## src/fifo_pkg.sv

```systemverilog
// Shared sizes and bundle types for the single-clock FIFO
// Depth is fixed at 32 words; widths change only here
// Full thresholds assume a depth that is a multiple of four
// No overflow guard anywhere in the FIFO
// The writer keeps at most 31 unread words

package fifo_pkg;

	// Pointer and data widths
	localparam int fifo_adr_w = 5;
	localparam int fifo_dat_w = 32;

	// Words in the storage array
	localparam int fifo_depth = 1 << fifo_adr_w;

	// Full flag thresholds, set at 3/4 and clear below 1/4
	localparam int fifo_full_set = 3 * (fifo_depth / 4);
	localparam int fifo_full_clr = fifo_depth / 4;

	// Write or read pointer
	typedef logic [fifo_adr_w-1:0] fifo_adr_t;

	// One data word
	typedef logic [fifo_dat_w-1:0] fifo_dat_t;

	// Used words, one bit wider than a pointer
	typedef logic [fifo_adr_w:0] fifo_wrds_t;

	// Level status seen by the writer
	typedef struct packed
	{
		fifo_wrds_t	used_wrds;	// Words stored, wp minus rp
		logic		full;		// Hysteresis full flag
		logic		empty;		// Combinational empty
	} fifo_status_t;

	// Read side bundle
	typedef struct packed
	{
		fifo_dat_t	dat;		// Registered read word
		logic		sde;		// Single data enable, head word shown
		logic		bde;		// Burst data enable, one per read
	} fifo_rd_out_t;

endpackage

```

## src/fifo_level_monitor.sv

```systemverilog
// Level status of the FIFO
// Used words lag a pointer change by one edge
// Full lags the used words by one more edge
// Full sets at 24 words, clears below 8, holds in between
// Empty follows the registered count without a further delay

`timescale 1ns/1ns

module fifo_level_monitor
	import fifo_pkg::*;
(
	input logic				RST_IN,		// Clock
	input logic				CLK_IN,		// Async reset, active high
	input fifo_adr_t		wp,			// Write pointer
	input fifo_adr_t		rp,			// Read pointer
	output fifo_status_t	status		// Used words, full, empty
);

	// Registered used-word count
	fifo_wrds_t used_wrds;

	// Hysteresis full flag
	logic full;

	// Empty flag
	logic empty;

	// Used words
	always_ff @(posedge RST_IN, posedge CLK_IN)
	begin
		if (CLK_IN)
			used_wrds <= '0;
		// Write pointer ahead or level
		else if (wp >= rp)
			used_wrds <= fifo_wrds_t'(wp) - fifo_wrds_t'(rp);
		// Write pointer has wrapped
		else
			used_wrds <= fifo_wrds_t'(fifo_depth) - fifo_wrds_t'(rp) + fifo_wrds_t'(wp);
	end

	// Full flag
	always_ff @(posedge RST_IN, posedge CLK_IN)
	begin
		if (CLK_IN)
			full <= 1'b0;
		// Set at three quarters
		else if (used_wrds >= fifo_wrds_t'(fifo_full_set))
			full <= 1'b1;
		// Clear below one quarter
		else if (used_wrds < fifo_wrds_t'(fifo_full_clr))
			full <= 1'b0;
	end

	// Empty flag straight from the registered count
	assign empty = (used_wrds == '0);

	// Status bundle
	always_comb
	begin
		status.used_wrds = used_wrds;
		status.full = full;
		status.empty = empty;
	end

endmodule

```

## src/fifo_ram.sv

```systemverilog
// Storage array for the FIFO
// One write port at wp, one read port at rp, both every clock
// Read data goes through two registers for block RAM inference
// Read during write to the same word is not guarded
// No reset on the array or the read registers

`timescale 1ns/1ns

module fifo_ram
	import fifo_pkg::*;
(
	input logic			RST_IN,		// Clock
	input fifo_dat_t	wr_dat,		// Write data
	input logic			ram_we,		// Write enable
	input fifo_adr_t	wp,			// Write address
	input fifo_adr_t	rp,			// Read address
	output fifo_dat_t	rd_dat		// Read data, two edges after rp
);

	// Storage
	fifo_dat_t mem [0:fifo_depth-1];

	// Read stages
	fifo_dat_t dout;
	fifo_dat_t dout_reg;

	// Write port
	always_ff @(posedge RST_IN)
	begin
		if (ram_we)
			mem[wp] <= wr_dat;
	end

	// Read port, first stage is the RAM output register
	always_ff @(posedge RST_IN)
	begin
		dout <= mem[rp];
	end

	// Second stage lines up with the data enables
	always_ff @(posedge RST_IN)
	begin
		dout_reg <= dout;
	end

	assign rd_dat = dout_reg;

endmodule

```

## src/fifo_read_ctrl.sv

```systemverilog
// Consumer side of the FIFO
// Reads with equal pointers are ignored, no error is flagged
// Single data enable shows the head word without consuming it
// Burst data enable marks each word returned by a read
// Both enables come two edges after the pointer they refer to

`timescale 1ns/1ns

module fifo_read_ctrl
	import fifo_pkg::*;
(
	input logic				RST_IN,		// Clock
	input logic				CLK_IN,		// Async reset, active high
	input logic				rd,			// Read strobe
	input fifo_adr_t		wp,			// Write pointer
	input fifo_dat_t		rd_dat,		// Data from the RAM read stages
	output fifo_adr_t		rp,			// Read pointer
	output fifo_rd_out_t	rd_out		// Data word and both enables
);

	// Read pointer register
	fifo_adr_t rp_reg;

	// Nothing stored when the pointers meet
	logic peq;

	// Single mode stage and its delay
	logic sde;
	logic sde_del;

	// Burst mode stage and its delay
	logic bde;
	logic bde_del;

	// Pointers equal
	assign peq = (wp == rp_reg);

	// Read pointer, advances only on an accepted read
	always_ff @(posedge RST_IN, posedge CLK_IN)
	begin
		if (CLK_IN)
			rp_reg <= '0;
		else if (rd && !peq)
		begin
			if (rp_reg == fifo_adr_t'(fifo_depth - 1))
				rp_reg <= '0;
			else
				rp_reg <= rp_reg + 1'b1;
		end
	end

	// Single mode
	always_ff @(posedge RST_IN, posedge CLK_IN)
	begin
		if (CLK_IN)
		begin
			sde <= 1'b0;
			sde_del <= 1'b0;
		end
		// Empty or consumed, drop both stages at once
		else if (peq || rd)
		begin
			sde <= 1'b0;
			sde_del <= 1'b0;
		end
		else
		begin
			sde <= 1'b1;
			sde_del <= sde;
		end
	end

	// Burst mode
	always_ff @(posedge RST_IN, posedge CLK_IN)
	begin
		if (CLK_IN)
		begin
			bde <= 1'b0;
			bde_del <= 1'b0;
		end
		else
		begin
			// Only accepted reads produce a word
			bde <= rd && !peq;
			// Delay matches the second RAM read stage
			bde_del <= bde;
		end
	end

	// Output bundle
	always_comb
	begin
		rd_out.dat = rd_dat;
		rd_out.sde = sde_del;
		rd_out.bde = bde_del;
	end

	assign rp = rp_reg;

endmodule

```

## src/fifo_sc_top.sv

```systemverilog
// Single-clock FIFO for the video data path
// 32 words of 32 bits, sizes come from the package
// Plain write and read strobes, no handshake
// Writer must watch full and never exceed 31 unread words
// Read data and both enables arrive two edges after the read
// Reads while empty are ignored

`timescale 1ns/1ns

module fifo_sc_top
	import fifo_pkg::*;
(
	input logic				RST_IN,		// Clock
	input logic				CLK_IN,		// Async reset, active high
	input logic				wr,			// Write strobe
	input fifo_dat_t		wr_dat,		// Write data
	input logic				rd,			// Read strobe
	output fifo_rd_out_t	rd_out,		// Read word and data enables
	output fifo_status_t	status		// Level status
);

	// Pointers shared by all blocks
	fifo_adr_t wp;
	fifo_adr_t rp;

	// RAM write enable from the producer
	logic ram_we;

	// RAM read word to the consumer
	fifo_dat_t rd_dat;

	// Producer
	fifo_write_ctrl u_write_ctrl
	(
		.RST_IN	(RST_IN),
		.CLK_IN	(CLK_IN),
		.wr		(wr),
		.wp		(wp),
		.ram_we	(ram_we)
	);

	// Buffer
	fifo_ram u_ram
	(
		.RST_IN	(RST_IN),
		.wr_dat	(wr_dat),
		.ram_we	(ram_we),
		.wp		(wp),
		.rp		(rp),
		.rd_dat	(rd_dat)
	);

	// Consumer
	fifo_read_ctrl u_read_ctrl
	(
		.RST_IN	(RST_IN),
		.CLK_IN	(CLK_IN),
		.rd		(rd),
		.wp		(wp),
		.rd_dat	(rd_dat),
		.rp		(rp),
		.rd_out	(rd_out)
	);

	// Level status
	fifo_level_monitor u_level_monitor
	(
		.RST_IN	(RST_IN),
		.CLK_IN	(CLK_IN),
		.wp		(wp),
		.rp		(rp),
		.status	(status)
	);

endmodule

```

## src/fifo_write_ctrl.sv

```systemverilog
// Producer side of the FIFO
// Every clock with wr high writes a word, full or not
// Pointer wraps at the depth

`timescale 1ns/1ns

module fifo_write_ctrl
	import fifo_pkg::*;
(
	input logic			RST_IN,		// Clock
	input logic			CLK_IN,		// Async reset, active high
	input logic			wr,			// Write strobe
	output fifo_adr_t	wp,			// Write pointer
	output logic		ram_we		// RAM write enable
);

	// Write pointer register
	fifo_adr_t wp_reg;

	// Advance on each write
	always_ff @(posedge RST_IN, posedge CLK_IN)
	begin
		if (CLK_IN)
			wp_reg <= '0;
		else if (wr)
		begin
			// Wrap at the last word
			if (wp_reg == fifo_adr_t'(fifo_depth - 1))
				wp_reg <= '0;
			else
				wp_reg <= wp_reg + 1'b1;
		end
	end

	// RAM stores at the current pointer in the same edge
	assign ram_we = wr;

	// Pointer out to RAM, reader and level monitor
	assign wp = wp_reg;

endmodule

```

## config.mk

```make
export PLATFORM = sky130hd
export DESIGN_NAME = fifo_sc_top
export DESIGN_NICKNAME = d
export VERILOG_FILES = /design/src/fifo_pkg.sv /design/src/fifo_level_monitor.sv /design/src/fifo_ram.sv /design/src/fifo_read_ctrl.sv /design/src/fifo_sc_top.sv /design/src/fifo_write_ctrl.sv
export SDC_FILE = /design/constraint.sdc
export NUM_CORES = 1
export LEC_CHECK = 0
export BUFFER_PORTS_ARGS = -buffer_cell sky130_fd_sc_hd__buf_4
export CAP_MARGIN = 20
export CORE_AREA = 4 4 354 356
export CTS_CLUSTER_SIZE = 25
export DETAILED_ROUTE_END_ITERATION = 10
export DIE_AREA = 0 0 358 360
export HOLD_SLACK_MARGIN = 0.12
export PLACE_DENSITY = 0.52
export SETUP_SLACK_MARGIN = 0.15
export SLEW_MARGIN = 25
export SYNTH_ARGS = -nofsm -noshare
export SYNTH_HDL_FRONTEND = slang
export SYNTH_HIERARCHICAL = 1
export SYNTH_SLANG_ARGS = --single-unit
```

## constraint.sdc

```tcl
create_clock -name RST_IN -period 4.76 [get_ports RST_IN]
set_clock_uncertainty 0.1 [all_clocks]
set_input_delay 0.238 -clock RST_IN [delete_from_list [all_inputs] [get_ports RST_IN]]
set_output_delay 0.238 -clock RST_IN [all_outputs]
set_load 0.02 [all_outputs]
```

==> reports/qor_table.md, run 1 <==
| Parameter | Reported |
| --- | --- |
| Result of the run | completed |
| DRC | 0 |
| Initial antenna violation count | 12 |
| Mapped Cells | 2,433 |
| Total power consumption of the routed design | 29.1 mW |
| Proportion of synthesized flip-flops having asynchronous set or reset | 0.0189 |
| Worst hold slack after final layout | 0.223 ns |
| Buffer type at the clock tree root | clkbuf_16 |
| Power density normalized to cell area | 586 nW/µm² |
| Final HPWL from detailed placement | 64,900 µm |
| Global-route wire length before repair | 152,000 µm |
| Commonest cells in the synthesized netlist | edfxtp_1, mux2i_1, nand2_1, a21oi_1, nand3_1 |
| Comb power frac | 0.293 |
| Most frequent cell after synthesis | edfxtp_1 |
| Required time reported for the critical path endpoint | 4.99 ns |
| Post-synthesis sequential element count | 1,109 |
| Total of warnings raised by yosys | 6 |
| Clock share of power | 0.294 |
| Worst skew pair latency | 0.67 ns |
| Area of the multi-input gates | 9190 µm² |
| DIE AREA | 129,000 µm² |
| Uppermost layer routed | met5 |
| Critical path peak fanout | 18 |
| Cell internal power dissipation | 19.6 mW |
| Total length of routed met3 wires | 6090 µm |
| Reported leakage power | 17.3 nW |
| Worst Hold Class | in -> reg |
| Ports | 78 |
| Fmax | 322 MHz |
| Vias after detailed routing | 22,000 |
| Vias in the first global route | 22,000 |
| TritonCTS buffer count | 111 |
| Met1 wire length | 45,800 µm |
| Number of design-rule violations left by the first detailed-router iteration | 1,880 |
| Number of pins with negative max-slew slack in the final report | 0 |
| Drt wl/cell | 24.2 µm |
| Setup TNS Final | 0 ns |
| Maximum buffer depth of the clock tree | 3 |
| Die extent in y | 360 µm |
| Net count after synthesis | 2,479 |
| Worst slew slack as a fraction of its limit | 0.284 |
| Final core utilization | 0.407 |
| Remaining number of nets flagged by the antenna check after routing | 0 |
| Final Setup Violations | 0 |
| Total congestion overflow after global routing | 0 |
| Post-detailed-route via-to-cell ratio | 5.12 |
| Synth area leaders | edfxtp_1, mux2i_1, dfxtp_1 |
| Number of fill cells | 10,900 |
| Number of flip-flops under the largest register name | 1,024 |
| Count of maximum capacitance violations | 0 |
| Number of unique standard cell types used by synthesis | 48 |
| Switch Pwr | 9.47 mW |
| Starting density of the core | 0.350 |
| Number of H-tree branching levels | 3 |
| Fraction of the yosys area taken by sequential cells | 0.765 |
| Area added between synthesis and finish | 16.4% |
| Seq. cell area | 32,600 µm² |
| Data arrival time at the worst-slack endpoint | 3.33 ns |
| WL final | 104,000 µm |
| Port-buffer cells | 77 |
| Floorplan core area | 122,000 µm² |
| Wire length on met2 | 49,900 µm |
| Overall routing resource usage | 0.158 |
| Synth Flop Type | edfxtp_1 |
| Core Rows | 128 |
| Share of post-route cells with drive strength above 1 | 0.139 |
| Clock-pin transition on the worst setup and hold timing paths | 0.06 ns |
| CTS tree | done |
| Post-cts repair resize count | 0 |
| Number of enable flip-flop cells after synthesis | 1,024 |
| Number of hold violations in the final report | 0 |
| Switching share of total power | 0.326 |
| Chip width | 358 µm |
| CTS Sinks | 1,109 |
| Count of buffers added by post-CTS timing repair for setup | 0 |
| Startpoint class of the critical path | flip-flop |
| Placed instance count | 4,040 |
| Mapped Area | 42,600 µm² |
| RSZ-0062 raised after global routing | false |
| Final standard cell count with taps included and fillers excluded | 4,294 |
| Number of detailed-routing iterations run before antenna repair | 5 |
| Fraction of synthesized cell area taken by the top area cell type | 0.723 |
| Post-Syn Area per Cell | 17.5 µm² |
| Crit path kind | reg -> reg |
| Post-synth top area cell | edfxtp_1 |
| Period utilisation layout | 0.653 |
| Sequential power share | 0.413 |
| VDD IR-drop max | 457 µV |
| GP Congestion | 0.776 |
| Worst slew pin tran | 1.07 ns |
| Nets | 2,616 |
| Maximum number of pins on one net before global-route repair | 107 |
| Number of hold buffers added after CTS | 36 |
| Crit path time final | 3.11 ns |
| Kind of end point of the critical path | flip-flop |
per-stage QoR:
stage                     setup WS [ns]  instance area [µm²]
final                              1.65                49600
after global routing               1.49                49500
after CTS                          1.66                49400
after detailed placement           1.69                45400
after global placement             1.59                44900
after floorplan                    1.76                42600
final cells by class:
type                       count  share of cell area
antenna                        2            0.000101
clock buffer                 151              0.0624
clock inverter                59              0.0101
inverter                      12            0.000909
multi-input combinational   1148               0.186
sequential                  1109               0.657
tap                         1625              0.0410
timing repair buffer         188              0.0428
power by group through the flow:
| stage | clock network (mW) | registers, mW | logic [mW] |
|---|---|---|---|
| after global placement | 0 | 12.2 | 8.36 |
| after detailed placement | 0 | 12.2 | 8.50 |
| final | 8.54 | 12.0 | 8.52 |
| after floorplan | 0 | 11.9 | 5.76 |
| after global routing | 9.15 | 12.1 | 9.09 |
| after CTS | 8.77 | 12.0 | 8.55 |
per-layer routing:
layer | vias up | GRT usage
met5 | - | 0
met4 | 4 | 0.0396
met3 | 136 | 0.0267
met2 | 611 | 0.258
met1 | 11400 | 0.221
li1 | 9829 | -
worst max-delay path: stages, from the launching register on:
cell and delay [ns]:
dfrtp_1 0.50, nand3b_1 0.85, nor2_4 0.85, buf_4 0.43
cell usage in the layout (no fill, tap or decap), drive strengths merged, types with 4 or more instances in the layout:
cell         instances
edfxtp            1024
mux2i              513
buf                152
clkbuf             151
nand2              103
a21oi               99
nand3               99
a22oi               96
a22o                65
dfxtp               64
clkinv              45
nor2                43
dlygate4sd3         36
nor3                33
a31oi               32
dfrtp               21
inv                 14
ha                   9
bufinv               8
xnor2                7
nand2b               7
nand3b               5
mux2                 5
o21ai                5
clkinvlp             4
or3b                 4
and3                 4
cell families (layout without fill, tap and decap cells):
group,Yosys count,count (layout),share of synthesized area
other,0,2,0
buffers and inverters,176,410,0.0253
AOI/OAI and AO/OA,304,304,0.0491
and+or+nand+nor,308,308,0.0338
xor gates and xnor gates,8,8,0.00165
adders and majority gates,10,10,0.00312
muxes,518,518,0.122
DFF,1109,1109,0.765
final timing paths:
path,startpoint,to,slack (ns),cells past startpoint
worst min-delay path,rd,u_read_ctrl/sde,0.22,3
worst max register to register,u_write_ctrl/wp[1],u_ram/mem[25][29],1.65,3
worst max-delay path,u_write_ctrl/wp[1],u_ram/mem[25][29],1.65,3
min in group asynchronous,CLK_IN,u_write_ctrl/wp[0],0.58,4
max in group asynchronous,CLK_IN,u_read_ctrl/rp[0],3.67,4
worst min register to register,u_ram/dout[17],u_ram/rd_dat[17],0.23,0
(Power assumes the default switching activity.)
==> inputs of run 2 (changes only) <==
--- a/config.mk
+++ b/config.mk
@@ -12,7 +12,7 @@
 export DETAILED_ROUTE_END_ITERATION = 10
 export DIE_AREA = 0 0 358 360
 export HOLD_SLACK_MARGIN = 0.12
-export PLACE_DENSITY = 0.52
+export PLACE_DENSITY = 0.54
 export SETUP_SLACK_MARGIN = 0.15
 export SLEW_MARGIN = 25
 export SYNTH_ARGS = -nofsm -noshare
==> constraint.sdc (replaced) <==
create_clock -name RST_IN -period 2.7 [get_ports RST_IN]
set_clock_uncertainty 0.1 [all_clocks]
set_input_delay 0.135 -clock RST_IN [delete_from_list [all_inputs] [get_ports RST_IN]]
set_output_delay 0.135 -clock RST_IN [all_outputs]
set_load 0.02 [all_outputs]
==> reports/qor_table.md, run 2 (synthesis results as in run 1) <==
| Parameter | Reported | Delta |
| --- | --- | --- |
| Result of the run | completed |  |
| Worst Hold Class | in -> reg |  |
| Vias after detailed routing | 22,400 | +1.7% |
| Startpoint class of the critical path | flip-flop |  |
| Setup TNS Final | 0 ns | unchanged |
| Power density normalized to cell area | 1030 nW/µm² | +76% |
| Maximum number of pins on one net before global-route repair | 69 | -36% |
| Chip width | 358 µm | unchanged |
| Crit path kind | reg -> reg |  |
| Number of H-tree branching levels | 3 | unchanged |
| Endpoint, Worst Hold | u_read_ctrl/bde |  |
| Comb power frac | 0.293 | about the same |
| Cell internal power dissipation | 35.6 mW | +81% |
| Port-buffer cells | 77 | unchanged |
| WL final | 107,000 µm | +3.4% |
| Share of post-route cells with drive strength above 1 | 0.164 | +0.0246 |
| Remaining number of nets flagged by the antenna check after routing | 0 | unchanged |
| Worst slew slack as a fraction of its limit | 0.629 | +0.344 |
| Final standard cell count with taps included and fillers excluded | 4,352 | +1.4% |
| Register-to-Register Path Depth | 6 | +3 |
| Placed instance count | 4,100 | +1.5% |
| Switching share of total power | 0.315 | -0.0111 |
| DRC | 0 | unchanged |
| Final HPWL from detailed placement | 61,100 µm | -5.8% |
| Crit path time final | 2.45 ns | -0.661 ns |
| VDD IR-drop max | 715 µV | +56% |
| Worst R2R Start | u_read_ctrl/rp[1] |  |
| Most common cell after layout, fill and taps aside | edfxtp_1 |  |
| Hold Path Stages | 4 | +1 |
| Period utilisation layout | 0.906 | +0.253 |
| Clock-pin transition on the worst setup and hold timing paths | 0.06 ns | about the same |
| Final core utilization | 0.412 | +0.00523 |
| Count of maximum capacitance violations | 0 | unchanged |
| Number of design-rule violations left by the first detailed-router iteration | 1,651 | -12% |
| DIE AREA | 129,000 µm² | unchanged |
| Worst hold slack after final layout | 0.181 ns | -0.0421 ns |
| Vias in the first global route | 23,000 | +4.4% |
| Sequential power share | 0.405 | -0.008 |
| Post-detailed-route via-to-cell ratio | 5.14 | +0.37% |
| Worst skew pair latency | 0.69 ns | +0.02 ns |
| Required time reported for the critical path endpoint | 3.07 ns | -1.92 ns |
| GP Congestion | 0.766 | -1.4% |
| Data arrival time at the worst-slack endpoint | 2.81 ns | -0.52 ns |
| Reg-to-reg critical path endpoint | u_ram/dout[8] |  |
| Global-route wire length before repair | 155,000 µm | +2.4% |
| Starting density of the core | 0.350 | unchanged |
| Drt wl/cell | 24.7 µm | +2.0% |
| Floorplan core area | 122,000 µm² | unchanged |
| Clock share of power | 0.302 | +0.008 |
| Die extent in y | 360 µm | unchanged |
| Reg-to-reg slack, setup | 0.25 ns | -1.40 ns |
| Initial antenna violation count | 7 | -5 |
| Critical path peak fanout | 18 | unchanged |
| Buffer type at the clock tree root | clkbuf_16 |  |
| Maximum buffer depth of the clock tree | 3 | unchanged |
| Overall routing resource usage | 0.163 | +0.00478 |
| Worst slew pin tran | 0.555 ns | -0.515 ns |
| Hold Startpoint | rd |  |
| Nets | 2,674 | +2.2% |
| TritonCTS buffer count | 111 | unchanged |
| Number of hold violations in the final report | 0 | unchanged |
| Reported leakage power | 17.6 nW | +2.2% |
| Number of pins with negative max-slew slack in the final report | 0 | unchanged |
| RSZ-0062 raised after global routing | false |  |
| Number of fill cells | 10,900 | +0.22% |
| Total congestion overflow after global routing | 0 | unchanged |
| Switch Pwr | 16.3 mW | +72% |
| Number of flip-flops under the largest register name | 1,024 | unchanged |
| CTS tree | done |  |
| Most used cells in the layout excluding fill and tap cells | edfxtp_1, mux2i_1, buf_4, clkbuf_16, nand2_1 |  |
| Total power consumption of the routed design | 51.9 mW | +79% |
| Area added between synthesis and finish | 17.9% |  |
| Final Setup Violations | 0 | unchanged |
| Core Rows | 128 | unchanged |
| CTS Sinks | 1,109 | unchanged |
| Number of detailed-routing iterations run before antenna repair | 7 | +2 |
| Kind of end point of the critical path | flip-flop |  |
| Fmax | 409 MHz | +27% |
| Ports | 78 | unchanged |
## run 2: cell types whose count changed in the layout (fill, tap and decap cells not counted), sizes merged
cell	before	now
dlygate4sd3	36	37
inv	14	13
clkinv	45	37
clkbuf	151	154
buf	152	209
clkinvlp	4	5
bufinv	8	12
diode	2	3
## run 2: power by group through the flow
stage | sequential (mW) | clock (mW) | combinational [mW]
3_3_place_gp | 21.4 | 0 | 15.0
3_5_place_dp | 21.4 | 0 | 15.2
5_1_grt | 21.1 | 16.8 | 16.2
6_report | 21.0 | 15.7 | 15.2
2_1_floorplan | 21.0 | 0 | 10.2
4_1_cts | 21.0 | 16.1 | 15.3
## run 2: critical path, stage by stage, from the launching register on
cell and delay [ns]:
dfrtp_2 0.53, and2_4 0.40, buf_12 0.23, buf_4 0.24, a21oi_1 0.11, a31oi_1 0.29, nand3_1 0.30
## run 2: layout make-up
cell class | instances | area [µm²] | area share
Antenna cell | 3 | 7.51 | 0.000150
Multi-Input combinational cell | 1148 | 9190 | 0.183
Clock inverter | 55 | 642 | 0.0128
Tap cell | 1625 | 2030 | 0.0405
Timing Repair Buffer | 246 | 2580 | 0.0514
Inverter | 12 | 45.0 | 0.000898
Clock buffer | 154 | 3130 | 0.0624
Sequential cell | 1109 | 32600 | 0.649
## run 2: layer usage
layer	vias to the layer above	routed length (µm)	track usage
met4	4	2920	0.0518
li1	9922	-	-
met3	177	5890	0.0312
met1	11700	47000	0.220
met2	602	51500	0.267
met5	-	27	0
## run 2: stage by stage
stage               instance area [µm²]  worst slack, ns
CTS                               50200            0.162
global route                      50200            0.201
global placement                  46000            0.139
detailed placement                46000            0.128
finish                            50200            0.254
floorplan                         42600           -0.302
## run 2: how the worst max path moves through the flow
stage	start	endpoint	slack [ns]	depth (start not counted)
after floorplan	u_write_ctrl/wp[1]	u_ram/mem[28][0]	-0.30	3
after global placement	u_read_ctrl/rp[0]	u_ram/dout[10]	0.14	7
after detailed placement	u_read_ctrl/rp[0]	u_ram/dout[10]	0.13	7
after CTS	u_read_ctrl/rp[1]	u_ram/dout[8]	0.16	6
after global routing	u_read_ctrl/rp[2]	u_ram/dout[10]	0.20	7
final	u_read_ctrl/rp[1]	u_ram/dout[8]	0.25	6
## run 2: repair_timing
item,CTS,global route
setup endpoints to repair,1,3
gates resized for setup,1,1
setup buffers,3,0
endpoints found under the hold margin,1058,0
hold buffers,37,0
==> inputs of run 3 (changes only) <==
--- a/config.mk
+++ b/config.mk
@@ -7,10 +7,10 @@
 export LEC_CHECK = 0
 export BUFFER_PORTS_ARGS = -buffer_cell sky130_fd_sc_hd__buf_4
 export CAP_MARGIN = 20
-export CORE_AREA = 4 4 354 356
+export CORE_AREA = 2 2 352 354
 export CTS_CLUSTER_SIZE = 25
 export DETAILED_ROUTE_END_ITERATION = 10
-export DIE_AREA = 0 0 358 360
+export DIE_AREA = 0 0 354 356
 export HOLD_SLACK_MARGIN = 0.12
 export PLACE_DENSITY = 0.54
 export SETUP_SLACK_MARGIN = 0.15
==> constraint.sdc (replaced) <==
create_clock -name RST_IN -period 2.7 [get_ports RST_IN]
set_clock_uncertainty 0.1 [all_clocks]
set_input_delay 0.54 -clock RST_IN [delete_from_list [all_inputs] [get_ports RST_IN]]
set_output_delay 0.54 -clock RST_IN [all_outputs]
set_load 0.02 [all_outputs]
==> reports/qor_table.md, run 3 (synthesis results as in run 1) <==
| Parameter | Reported | Delta |
| --- | --- | --- |
| Uppermost layer routed | met5 |  |
| Hold Path Stages | 1 | -3 |
| Most used cells in the layout excluding fill and tap cells | edfxtp_1, mux2i_1, buf_4, clkbuf_16, nand2_1 |  |
| Number of fill cells | 11,000 | +1.0% |
| Maximum number of pins on one net before global-route repair | 73 | +5.8% |
| Drt wl/cell | 24.1 µm | -2.3% |
| Category of cells accounting for the largest share of critical-path delay | simple AND/OR/NAND/NOR gates |  |
| Setup TNS Final | 0 ns | unchanged |
| Reg-to-reg critical path endpoint | u_ram/dout[16] |  |
| Global-route wire length before repair | 151,000 µm | -2.6% |
| Remaining number of nets flagged by the antenna check after routing | 0 | unchanged |
| Nets | 2,629 | -1.7% |
| Placed instance count | 4,104 | +0.098% |
| RSZ-0062 raised after global routing | false |  |
| Critical path peak fanout | 19 | +1 |
| Area of the multi-input gates | 9190 µm² | unchanged |
| Least setup slack across all paths after layout | 0.311 ns | +0.0569 ns |
| Endpoint, Worst Hold | u_ram/mem[11][30] |  |
| Number of flip-flops under the largest register name | 1,024 | unchanged |
| Port-buffer cells | 77 | unchanged |
| Final core utilization | 0.405 | -0.00771 |
| Core Rows | 129 | +0.78% |
| Result of the run | completed |  |
| Worst skew pair latency | 0.67 ns | -0.02 ns |
| WL final | 104,000 µm | -3.2% |
| CTS tree | done |  |
| Register-to-Register Path Depth | 7 | +1 |
| Maximum buffer depth of the clock tree | 3 | unchanged |
| Post-detailed-route via-to-cell ratio | 5.08 | -1.1% |
| Die extent in y | 356 µm | -1.1% |
| Power density normalized to cell area | 1040 nW/µm² | +0.35% |
| Number of pins with negative max-slew slack in the final report | 0 | unchanged |
| GP Congestion | 0.794 | +3.7% |
| Final standard cell count with taps included and fillers excluded | 4,313 | -0.90% |
| Overall routing resource usage | 0.162 | -0.00130 |
| Wire length on met2 | 51,000 µm | -1.0% |
| DIE AREA | 126,000 µm² | -2.2% |
| Kind of end point of the critical path | flip-flop |  |
| Final HPWL from detailed placement | 60,500 µm | -1.1% |
| Count of maximum capacitance violations | 0 | unchanged |
| Floorplan core area | 123,000 µm² | +0.78% |
| Crit-path cells | buf_12, buf_12, mux2i_1, a22o_1, nor3_1, a31oi_1, nand3_1 |  |
| Total congestion overflow after global routing | 0 | unchanged |
| Reg-to-reg slack, setup | 0.31 ns | +0.06 ns |
| Met1 wire length | 45,800 µm | -2.6% |
| Worst Hold Class | in -> reg |  |
| Final Setup Violations | 0 | unchanged |
| Data arrival time at the worst-slack endpoint | 2.87 ns | +0.06 ns |
| Hold Startpoint | wr_dat[30] |  |
| Most common cell after layout, fill and taps aside | edfxtp_1 |  |
| Crit path kind | reg -> reg |  |
| Cell with the biggest individual delay on the critical path | dfrtp_4 |  |
| Worst slack at placement | 0.193 ns | +0.0646 ns |
| Most repeated library cell on the critical path | buf_12 |  |
| Number of hold violations in the final report | 0 | unchanged |
| Final Instance Area | 49,600 µm² | -1.1% |
| Crit path time final | 2.39 ns | -0.0569 ns |
| Worst slew pin tran | 0.616 ns | +0.0613 ns |
| Reported leakage power | 17.4 nW | -1.5% |
| Startpoint class of the critical path | flip-flop |  |
| Vias after detailed routing | 21,900 | -2.0% |
| DRC | 0 | unchanged |
| Maximum single-stage delay on the critical path | 0.59 ns | +0.06 ns |
| Period utilisation layout | 0.885 | -0.0211 |
| TritonCTS buffer count | 111 | unchanged |
| Number of buffers and inverters on the critical path | 2 | unchanged |
| Number of H-tree branching levels | 3 | unchanged |
| Count of buffers added by post-CTS timing repair for setup | 0 | -3 |
| Chip width | 354 µm | -1.1% |
| Placed standard-cell area | 45,900 µm² | -0.15% |
| Clock-pin transition on the worst setup and hold timing paths | 0.06 ns | about the same |
| Initial antenna violation count | 2 | -5 |
| Required time reported for the critical path endpoint | 3.19 ns | +0.12 ns |
| Fmax | 419 MHz | +2.4% |
| Number of detailed-routing iterations run before antenna repair | 5 | -2 |
| Vias in the first global route | 22,400 | -2.7% |
| Total length of routed met3 wires | 4860 µm | -17% |
| Total power consumption of the routed design | 51.5 mW | -0.75% |
| Buffer type at the clock tree root | clkbuf_16 |  |
| Share of post-route cells with drive strength above 1 | 0.157 | -0.00635 |
| Worst slew slack as a fraction of its limit | 0.586 | -0.0427 |
| Worst hold slack after final layout | 0.176 ns | -0.00464 ns |
| Seq. cell area | 32,600 µm² | about the same |
| VDD IR-drop max | 655 µV | -8.4% |
| CTS Sinks | 1,109 | unchanged |
| Ports | 78 | unchanged |
| Worst R2R Start | u_read_ctrl/rp[0] |  |
| Area added between synthesis and finish | 16.6% |  |
| Number of design-rule violations left by the first detailed-router iteration | 1,717 | +4.0% |
| Starting density of the core | 0.347 | -0.00271 |
## run 3: cell count changes in the layout (fill, tap and decap cells not counted), sizes merged
cell / previous run / this run
diode: 3 / 1
buf: 209 / 198
dlygate4sd3: 37 / 3
clkbuf: 154 / 145
inv: 13 / 14
clkinv: 37 / 41
## run 3: how the worst max path moves through the flow
stage                             from                to  cells past startpoint
CTS                  u_read_ctrl/rp[1]    u_ram/dout[30]                      7
finish               u_read_ctrl/rp[0]    u_ram/dout[16]                      7
global placement     u_read_ctrl/rp[1]    u_ram/dout[30]                      7
detailed placement   u_read_ctrl/rp[1]    u_ram/dout[30]                      7
floorplan           u_write_ctrl/wp[3]  u_ram/mem[19][0]                      2
global route         u_read_ctrl/rp[0]     u_ram/dout[4]                      7
## run 3: repair_timing
action,CTS,global route
endpoints found under the hold margin,30,0
hold buffers,3,0
setup endpoints to repair,0,1
resized for setup,0,1
## run 3: final cells by class
| type | instances | area share |
|---|---|---|
| sequential | 1109 | 0.656 |
| multi-input combinational | 1148 | 0.185 |
| clock buffer | 145 | 0.0612 |
| timing repair buffer | 201 | 0.0429 |
| tap | 1637 | 0.0413 |
| clock inverter | 60 | 0.0125 |
| inverter | 12 | 0.000908 |
| antenna | 1 | 0.0000504 |
## run 3: routing by layer
layer,vias to the layer above,GRT usage
li1,9820,-
met1,11400,0.217
met2,518,0.273
met3,141,0.0262
met4,2,0.0442
met5,-,0
## run 3: power by group
group / leakage, nW / switching, mW / internal (mW)
combinational: 5.56 / 9.28 / 5.94
sequential: 10.0 / 0.669 / 20.3
clock: 1.79 / 6.30 / 9.04
total: 17.4 / 16.2 / 35.2
## run 3: worst reg2reg max path, stage by stage (launching register included)
cell and delay (ns):
dfrtp_4 0.59, buf_12 0.21, buf_12 0.21, mux2i_1 0.14
a22o_1 0.24, nor3_1 0.52, a31oi_1 0.15, nand3_1 0.16
